--- config.mk ---
export PLATFORM = sky130hd
export DESIGN_NAME = dsp_slice_top
export DESIGN_NICKNAME = d
export VERILOG_FILES = /design/src/verilog/dsp_slice_pkg.sv /design/src/verilog/dsp_input_stage.sv /design/src/verilog/dsp_multiply_stage.sv /design/src/verilog/dsp_operand_mux.sv /design/src/verilog/dsp_alu_segment.sv /design/src/verilog/dsp_segmented_alu.sv /design/src/verilog/dsp_slice_top.sv
export VERILOG_INCLUDE_DIRS = /design/src /design/src/verilog
export SDC_FILE = /design/constraint.sdc
export NUM_CORES = 2
export LEC_CHECK = 0
export BUFFER_PORTS_ARGS = -buffer_cell sky130_fd_sc_hd__buf_2
export CELL_PAD_IN_SITES_DETAIL_PLACEMENT = 1
export CELL_PAD_IN_SITES_GLOBAL_PLACEMENT = 2
export CORE_ASPECT_RATIO = 1.25
export CORE_UTILIZATION = 40
export CTS_CLUSTER_SIZE = 28
export DETAILED_ROUTE_END_ITERATION = 8
export PLACE_DENSITY_LB_ADDON = 0.3
export SLEW_MARGIN = 40
export SYNTH_ARGS = -nofsm -noshare
export SYNTH_HDL_FRONTEND = slang
export SYNTH_SLANG_ARGS = --single-unit
export TNS_END_PERCENT = 5
--- constraint.sdc ---
create_clock -name clk -period 9.05 [get_ports clk]
set_input_delay 0.905 -clock clk [delete_from_list [all_inputs] [get_ports clk]]
set_output_delay 0.905 -clock clk [all_outputs]
set_load 0.03 [all_outputs]
--- src/verilog/dsp_slice_cfg.svh ---
// DSP slice configuration.
// Operand widths, ALU segment widths and the rounding constant
// used as a W operand source.

`ifndef DSP_SLICE_CFG_SVH
`define DSP_SLICE_CFG_SVH

// ==============================
// Operand widths
// ==============================
`define DSP_A_W 30
`define DSP_B_W 18
`define DSP_P_W 48

// ==============================
// ALU segments, low to high
// ==============================
`define DSP_SEG0_W 27
`define DSP_SEG1_W 18
`define DSP_SEG2_W 3

// Half an LSB when the product is scaled down by 2^17.
`define DSP_RND 48'h0000_0001_0000

`endif

--- src/verilog/dsp_slice_pkg.sv ---
// DSP slice shared types.
// Stage registers, ALU operand set, result word and ALU operations.

`default_nettype none

`include "dsp_slice_cfg.svh"

package dsp_slice_pkg;

	typedef struct packed {
		logic [8:0] opmode;
		logic [3:0] alumode;
		logic use_simd;
		logic cin;
	} ctrl_t;

	typedef struct packed {
		logic [`DSP_A_W-1:0] a;
		logic [`DSP_B_W-1:0] b;
		logic [`DSP_P_W-1:0] c;
		ctrl_t ctrl;
	} in_stage_t;

	typedef struct packed {
		logic [`DSP_P_W-1:0] prod;
		logic [`DSP_P_W-1:0] ab;
		logic [`DSP_P_W-1:0] c;
		ctrl_t ctrl;
	} mul_stage_t;

	typedef struct packed {
		logic [`DSP_P_W-1:0] w;
		logic [`DSP_P_W-1:0] x;
		logic [`DSP_P_W-1:0] y;
		logic [`DSP_P_W-1:0] z;
	} alu_ops_t;

	// Result seen either as one word or as its three ALU segments.
	typedef union packed {
		logic [`DSP_P_W-1:0] word;
		struct packed {
			logic [`DSP_SEG2_W-1:0] seg2;
			logic [`DSP_SEG1_W-1:0] seg1;
			logic [`DSP_SEG0_W-1:0] seg0;
		} seg;
	} p_word_u;

	typedef enum logic [1:0] {
		op_sum = 2'b00,
		op_xor = 2'b01,
		op_and = 2'b10,
		op_or  = 2'b11
	} alu_op_e;

endpackage

`default_nettype wire

--- src/verilog/dsp_input_stage.sv ---
// DSP slice input stage.
// Registers the A, B and C operands with OPMODE, ALUMODE,
// the SIMD select and the carry in.

`timescale 1ns/1ps
`default_nettype none

`include "dsp_slice_cfg.svh"

module dsp_input_stage (
	input wire clk,
	input wire rst,
	input wire [`DSP_A_W-1:0] a,
	input wire [`DSP_B_W-1:0] b,
	input wire [`DSP_P_W-1:0] c,
	input wire [8:0] opmode,
	input wire [3:0] alumode,
	input wire use_simd,
	input wire cin,
	output dsp_slice_pkg::in_stage_t q
);

	always_ff @(posedge clk) begin
		if (rst) begin
			q <= '0;
		end else begin
			q.a <= a;
			q.b <= b;
			q.c <= c;
			q.ctrl.opmode <= opmode;
			q.ctrl.alumode <= alumode;
			q.ctrl.use_simd <= use_simd;
			q.ctrl.cin <= cin;
		end
	end

	// Only sum, subtract, XOR and AND/OR are modelled.
	assert property (@(posedge clk) disable iff (rst)
		alumode inside {4'b0000, 4'b0011, 4'b0100, 4'b1100})
		else $error("unsupported ALUMODE %b", alumode);

endmodule

`default_nettype wire

--- src/verilog/dsp_multiply_stage.sv ---
// DSP slice multiply stage.
// Forms the signed 27x18 product of A and B, sign-extended to
// the P width, and registers it with A:B, C and the controls.

`timescale 1ns/1ps
`default_nettype none

`include "dsp_slice_cfg.svh"

module dsp_multiply_stage (
	input wire clk,
	input wire rst,
	input wire dsp_slice_pkg::in_stage_t d,
	output dsp_slice_pkg::mul_stage_t q
);

	// The multiplier A port is as wide as the low ALU segment.
	localparam int unsigned prod_w = `DSP_SEG0_W + `DSP_B_W;

	logic signed [prod_w-1:0] prod;

	assign prod = prod_w'($signed(d.a[`DSP_SEG0_W-1:0])) * prod_w'($signed(d.b));

	always_ff @(posedge clk) begin
		if (rst) begin
			q <= '0;
		end else begin
			q.prod <= {{(`DSP_P_W - prod_w){prod[prod_w-1]}}, prod};
			q.ab <= {d.a, d.b};
			q.c <= d.c;
			q.ctrl <= d.ctrl;
		end
	end

endmodule

`default_nettype wire

--- src/verilog/dsp_operand_mux.sv ---
// DSP slice operand mux.
// Picks the W, X, Y and Z ALU operands from the OPMODE fields,
// with P fed back for accumulation.

`timescale 1ns/1ps
`default_nettype none

`include "dsp_slice_cfg.svh"

module dsp_operand_mux (
	input wire dsp_slice_pkg::mul_stage_t d,
	input wire [`DSP_P_W-1:0] p,
	output dsp_slice_pkg::alu_ops_t ops
);

	logic reserved_sel;

	always_comb begin
		case (d.ctrl.opmode[1:0])
			2'd1: ops.x = d.prod;
			2'd3: ops.x = d.ab;
			default: ops.x = '0;
		endcase

		case (d.ctrl.opmode[3:2])
			2'd2: ops.y = '1;
			2'd3: ops.y = d.c;
			default: ops.y = '0;
		endcase

		case (d.ctrl.opmode[6:4])
			3'd1: ops.z = p;
			3'd3: ops.z = d.c;
			default: ops.z = '0;
		endcase

		case (d.ctrl.opmode[8:7])
			2'd1: ops.w = p;
			2'd2: ops.w = `DSP_RND;
			2'd3: ops.w = d.c;
			default: ops.w = '0;
		endcase
	end

	// Reserved codes fall through to zero above.
	assign reserved_sel = (d.ctrl.opmode[1:0] == 2'd2) || (d.ctrl.opmode[3:2] == 2'd1) ||
		!(d.ctrl.opmode[6:4] inside {3'd0, 3'd1, 3'd3});

	always_comb begin
		assert (reserved_sel !== 1'b1)
			else $error("reserved OPMODE select %b", d.ctrl.opmode);
	end

endmodule

`default_nettype wire

--- src/verilog/dsp_alu_segment.sv ---
// DSP slice ALU segment.
// Three-operand add of W, X and Y plus a carry in, then added to
// an optionally inverted Z; the sum may be inverted for subtraction.
// Logic ops return the bitwise result of X and Z.

`timescale 1ns/1ps
`default_nettype none

module dsp_alu_segment #(
	parameter int unsigned width = 27
) (
	input wire [width-1:0] w,
	input wire [width-1:0] x,
	input wire [width-1:0] y,
	input wire [width-1:0] z,
	input wire dsp_slice_pkg::alu_op_e op,
	input wire z_neg,
	input wire s_neg,
	input wire [1:0] cin,
	output logic [width-1:0] s,
	output logic [1:0] cout
);

	import dsp_slice_pkg::*;

	logic [width-1:0] z_in;
	logic [width+1:0] wxy;
	logic [width+1:0] total;

	// Two guard bits hold the worst case of four operands plus carry.
	assign z_in = z_neg ? ~z : z;
	assign wxy = (width + 2)'(w) + (width + 2)'(x) + (width + 2)'(y) + (width + 2)'(cin);
	assign total = wxy + (width + 2)'(z_in);

	always_comb begin
		case (op)
			op_xor: begin
				s = x ^ z;
				cout = 2'b00;
			end
			op_and: begin
				s = x & z;
				cout = 2'b00;
			end
			op_or: begin
				s = x | z;
				cout = 2'b00;
			end
			default: begin
				// ~(~Z + V) equals Z - V.
				s = s_neg ? ~total[width-1:0] : total[width-1:0];
				cout = total[width+1:width];
			end
		endcase
	end

endmodule

`default_nettype wire

--- src/verilog/dsp_segmented_alu.sv ---
// DSP slice segmented ALU.
// Decodes ALUMODE, chains the 27, 18 and 3 bit segments, breaks
// the chain in SIMD mode and registers P and the carry flags.

`timescale 1ns/1ps
`default_nettype none

`include "dsp_slice_cfg.svh"

module dsp_segmented_alu (
	input wire clk,
	input wire rst,
	input wire dsp_slice_pkg::mul_stage_t d,
	input wire dsp_slice_pkg::alu_ops_t ops,
	output logic [`DSP_P_W-1:0] p,
	output logic carry_out,
	output logic [1:0] simd_carry
);

	import dsp_slice_pkg::*;

	localparam int unsigned s1_lo = `DSP_SEG0_W;
	localparam int unsigned s2_lo = `DSP_SEG0_W + `DSP_SEG1_W;

	alu_op_e op;
	logic sub;
	logic [1:0] cin0, cin1;
	logic [1:0] cout0, cout1, cout2;
	logic [`DSP_SEG0_W-1:0] s0;
	logic [`DSP_SEG1_W-1:0] s1;
	logic [`DSP_SEG2_W-1:0] s2;
	p_word_u s_u;

	// ==============================
	// ALUMODE decode
	// ==============================
	always_comb begin
		case (d.ctrl.alumode[3:2])
			2'b01: op = op_xor;
			2'b11: op = d.ctrl.opmode[3] ? op_or : op_and;
			default: op = op_sum;
		endcase
	end

	assign sub = (d.ctrl.alumode == 4'b0011);

	// SIMD keeps the two low segments apart, segment 2 still chains.
	assign cin0 = d.ctrl.use_simd ? 2'b00 : {1'b0, d.ctrl.cin};
	assign cin1 = d.ctrl.use_simd ? 2'b00 : cout0;

	// ==============================
	// Segments
	// ==============================
	dsp_alu_segment #(.width(`DSP_SEG0_W)) u_seg0 (
		.w(ops.w[s1_lo-1:0]), .x(ops.x[s1_lo-1:0]),
		.y(ops.y[s1_lo-1:0]), .z(ops.z[s1_lo-1:0]),
		.op(op), .z_neg(sub), .s_neg(sub), .cin(cin0), .s(s0), .cout(cout0)
	);

	dsp_alu_segment #(.width(`DSP_SEG1_W)) u_seg1 (
		.w(ops.w[s2_lo-1:s1_lo]), .x(ops.x[s2_lo-1:s1_lo]),
		.y(ops.y[s2_lo-1:s1_lo]), .z(ops.z[s2_lo-1:s1_lo]),
		.op(op), .z_neg(sub), .s_neg(sub), .cin(cin1), .s(s1), .cout(cout1)
	);

	dsp_alu_segment #(.width(`DSP_SEG2_W)) u_seg2 (
		.w(ops.w[`DSP_P_W-1:s2_lo]), .x(ops.x[`DSP_P_W-1:s2_lo]),
		.y(ops.y[`DSP_P_W-1:s2_lo]), .z(ops.z[`DSP_P_W-1:s2_lo]),
		.op(op), .z_neg(sub), .s_neg(sub), .cin(cout1), .s(s2), .cout(cout2)
	);

	always_comb begin
		s_u.seg.seg0 = s0;
		s_u.seg.seg1 = s1;
		s_u.seg.seg2 = s2;
	end

	// Carry flags come from the internal adder, so subtract reports ~Z + V.
	always_ff @(posedge clk) begin
		if (rst) begin
			p <= '0;
			carry_out <= 1'b0;
			simd_carry <= 2'b00;
		end else begin
			p <= s_u.word;
			carry_out <= |cout2;
			simd_carry <= {|cout1, |cout0};
		end
	end

	assert property (@(posedge clk) disable iff (rst)
		(op != op_sum) |=> (carry_out == 1'b0 && simd_carry == 2'b00))
		else $error("carry flags set after a logic op");

endmodule

`default_nettype wire

--- src/verilog/dsp_slice_top.sv ---
// DSP slice top level.
// Input, multiply and ALU stages, three cycles from operands to P,
// with P fed back into the operand mux.

`timescale 1ns/1ps
`default_nettype none

`include "dsp_slice_cfg.svh"

module dsp_slice_top (
	input wire clk,
	input wire rst,
	input wire [`DSP_A_W-1:0] a,
	input wire [`DSP_B_W-1:0] b,
	input wire [`DSP_P_W-1:0] c,
	input wire [8:0] opmode,
	input wire [3:0] alumode,
	input wire use_simd,
	input wire cin,
	output logic [`DSP_P_W-1:0] p,
	output logic carry_out,
	output logic [1:0] simd_carry
);

	import dsp_slice_pkg::*;

	in_stage_t in_q;
	mul_stage_t mul_q;
	alu_ops_t ops;

	dsp_input_stage u_input (
		.clk(clk),
		.rst(rst),
		.a(a),
		.b(b),
		.c(c),
		.opmode(opmode),
		.alumode(alumode),
		.use_simd(use_simd),
		.cin(cin),
		.q(in_q)
	);

	dsp_multiply_stage u_multiply (
		.clk(clk),
		.rst(rst),
		.d(in_q),
		.q(mul_q)
	);

	dsp_operand_mux u_mux (
		.d(mul_q),
		.p(p),
		.ops(ops)
	);

	dsp_segmented_alu u_alu (
		.clk(clk),
		.rst(rst),
		.d(mul_q),
		.ops(ops),
		.p(p),
		.carry_out(carry_out),
		.simd_carry(simd_carry)
	);

endmodule

`default_nettype wire

==> metrics <==
DR pass1 iterations 6; Core Footprint between 80000 and 90000 sq um; # IOs 164; R2R cell count 36; WS Path Type reg2reg; required time worst endpoint 9470 ps; GP Congestion 0.8181; vias in the first global route 29.19k; CTS tree done; First DRT Iteration DRCs 1042; combinational power share ~50%; Max Root-Sink Buffers 3; #FFs+latches synth 318; GR Overflow Total 0; share of cells above drive strength 1 10.71%; worst skew pair latency 580 ps; commonest non-fill, non-tap cell in the layout inv_1; CP Data Arrival Time 8860 ps; leakage power between 15 and 20 nW; CP max stage delay about 540 ps; htree depth 2; Sink Count 318; peak supply drop 0.1243 mV; Total GRT Usage 22.82%; slowest CP cell fa_1; Psw 0.002710 W; first-pass GRT wire length 162800 microns; vias after detailed routing 26.07k; maxcap violations 0; Syn Std Cell Area 36120 sq um; worst relative slew slack 43.80%; cts hold-fix bufs 0; clock period minus worst slack 8442 ps; Starting Density 40.58%; unrepaired setup endpoints after global routing false; DRT Wirelength 102200 microns; endpoints failing setup 0; outcome finished clean; Final Hold Fails 0; most frequent cells in the layout 711 x inv_1, 574 x fa_1, 470 x nand2_1; f_max roughly 120 MHz; net count after synthesis 4914; Seq/Total Area, Yosys 17.63%; buffers added on ports 163; Pins Over Slew Limit 0; Die Y 338.0 microns; DIE WIDTH 270.8 microns; Synth cell types 74; Multi-input gate area 26220 sq um; Synth Warn # 0; FP Rows 122; Worst-Margin Slew 843.0 ps; endpoint class of the critical path flip-flop; fraction of registers with async set/reset 0%; Final HPWL DP 81330 microns; largest net degree at the start of global routing 166; vias per inst 5.010; fill cell count 10.32k; Critical Path Source Type flip-flop; Synth Area per Inst between 9 and 10 sq um; synthesis-to-layout area growth 8.948%; setup TNS 0 ps; Post-DRT Antenna Nets 0; period utilisation layout 93.28%; die area roughly 92000 sq um; Num CTS Buffers 37; NumNets Final 4940; Clock Skews 34.88 ps; register area approximately 6400 sq um; sw frac around two fifths; drt wl/cell 19.64 microns; total power 0.006536 W; Primary FF master, synth dfxtp_1; Post-synth EDFFs 0; CP Max Fanout 3; Power Internal 0.003826 W; HP Class reg2reg; # DRC 0; Hold Path Depth 1; Mapped Cells between 3k and 4k; CTS clk-pin slew, worst paths 70 ps; antenna violations before repair 8; PD cells 166.1 nW/um^2; Clock power frac 24.6%; sequential share of power 25.9%; CTS root buffer clkbuf_16
final timing paths:
| check | to | startpoint | slack, ps |
|---|---|---|---|
| max | u_alu.p[47] | u_multiply.q[12] | 610 |
| min | u_multiply.q[56] | u_input.q[56] | 420 |
| max reg2reg | u_alu.p[47] | u_multiply.q[12] | 610 |
| min reg2reg | u_multiply.q[56] | u_input.q[56] | 420 |
layer usage:
metal	track usage, %	up-vias	wire [microns]
met5	0	-	0
met2	40.58	388	50280
li1	-	12210	-
met1	29.34	13370	46510
met3	2.784	113	3334
met4	5.614	0	2099
power by group through the flow:
stage	registers (W)	logic (W)	clock network, W
5_1_grt	0.00171	0.00365	0.00171
6_report	0.00169	0.00324	0.00161
3_5_place_dp	0.00172	0.00325	0
3_3_place_gp	0.00172	0.00319	0
4_1_cts	0.00169	0.00327	0.00166
2_1_floorplan	0.00165	0.00242	0
critical path, delay by kind of cell, from the launching register on:
| kind | cells | cell delay [ps] |
|---|---|---|
| compound gates | 15 | 3320 |
| xor+xnor | 3 | 470 |
| fa+ha+maj | 8 | 3150 |
| buf+inv | 4 | 290 |
| flops | 1 | 340 |
| mux | 1 | 160 |
| simple gates | 5 | 590 |
state kept, by name, summed over array words and instances, names as in the netlist:
signal	count
u_multiply.q	156
u_alu.carry_out	1
u_input.q	111
u_alu.p	48
u_alu.simd_carry	2
synth_stat cells (24+ instances only):
library cell	number	share of area (%)
clkbuf_1	190	2.0
fa_1	574	32
nor3_1	24	0.33
xor2_1	43	1.0
dfxtp_1	318	18
buf_1	25	0.26
xnor2_1	126	3.1
a21o_1	41	0.85
ha_1	255	8.8
a22oi_1	48	1.0
a211oi_1	40	0.83
nand2b_1	42	0.73
and2_1	170	2.9
a21oi_1	99	1.4
nand2_1	470	4.9
nor2b_1	242	4.2
mux2_2	88	2.7
nor2_1	113	1.2
o21ai_0	104	1.4
inv_1	711	7.4
mux2i_1	50	1.4
through the flow:
step | cells | utilization, % | setup slack (ps) | hold slack [ps] | area (sq um)
after floorplan | 3972 | - | 962.6 | 413.8 | 36120
after detailed placement | 5137 | 42.73 | 306.9 | 423.9 | 38030
after CTS | 5202 | 44.18 | 271.0 | 425.2 | 39310
after global placement | 5137 | 42.69 | 474.1 | 417.6 | 38000
after global routing | 5203 | 44.21 | 22.89 | 439.8 | 39350
final | 5204 | 44.21 | 608.4 | 424.6 | 39350
area by class of cell:
| class | instances | area share, % |
|---|---|---|
| tap | 1178 | 3.746 |
| multi-input combinational | 2711 | 66.64 |
| inverter | 712 | 6.792 |
| clock inverter | 20 | 0.7123 |
| timing repair buffer | 218 | 3.231 |
| antenna | 2 | 0.01272 |
| clock buffer | 45 | 2.560 |
| sequential | 318 | 16.31 |
logic make-up (layout without fill, tap and decap cells):
logic type / after synthesis / after routing / synth area share [%]
mux: 140 / 140 / 4.202
flops: 318 / 318 / 17.63
xor+xnor: 169 / 169 / 4.098
fa+ha+maj: 829 / 829 / 40.65
compound gates: 456 / 456 / 8.349
buf+inv: 943 / 995 / 9.856
other cells: 0 / 2 / 0
simple gates: 1117 / 1117 / 15.22
timing repair:
action	in CTS	in global routing
buffers inserted	0	0
resized for setup	0	6
setup endpoints to repair	0	3
(Power assumes the default switching activity.)
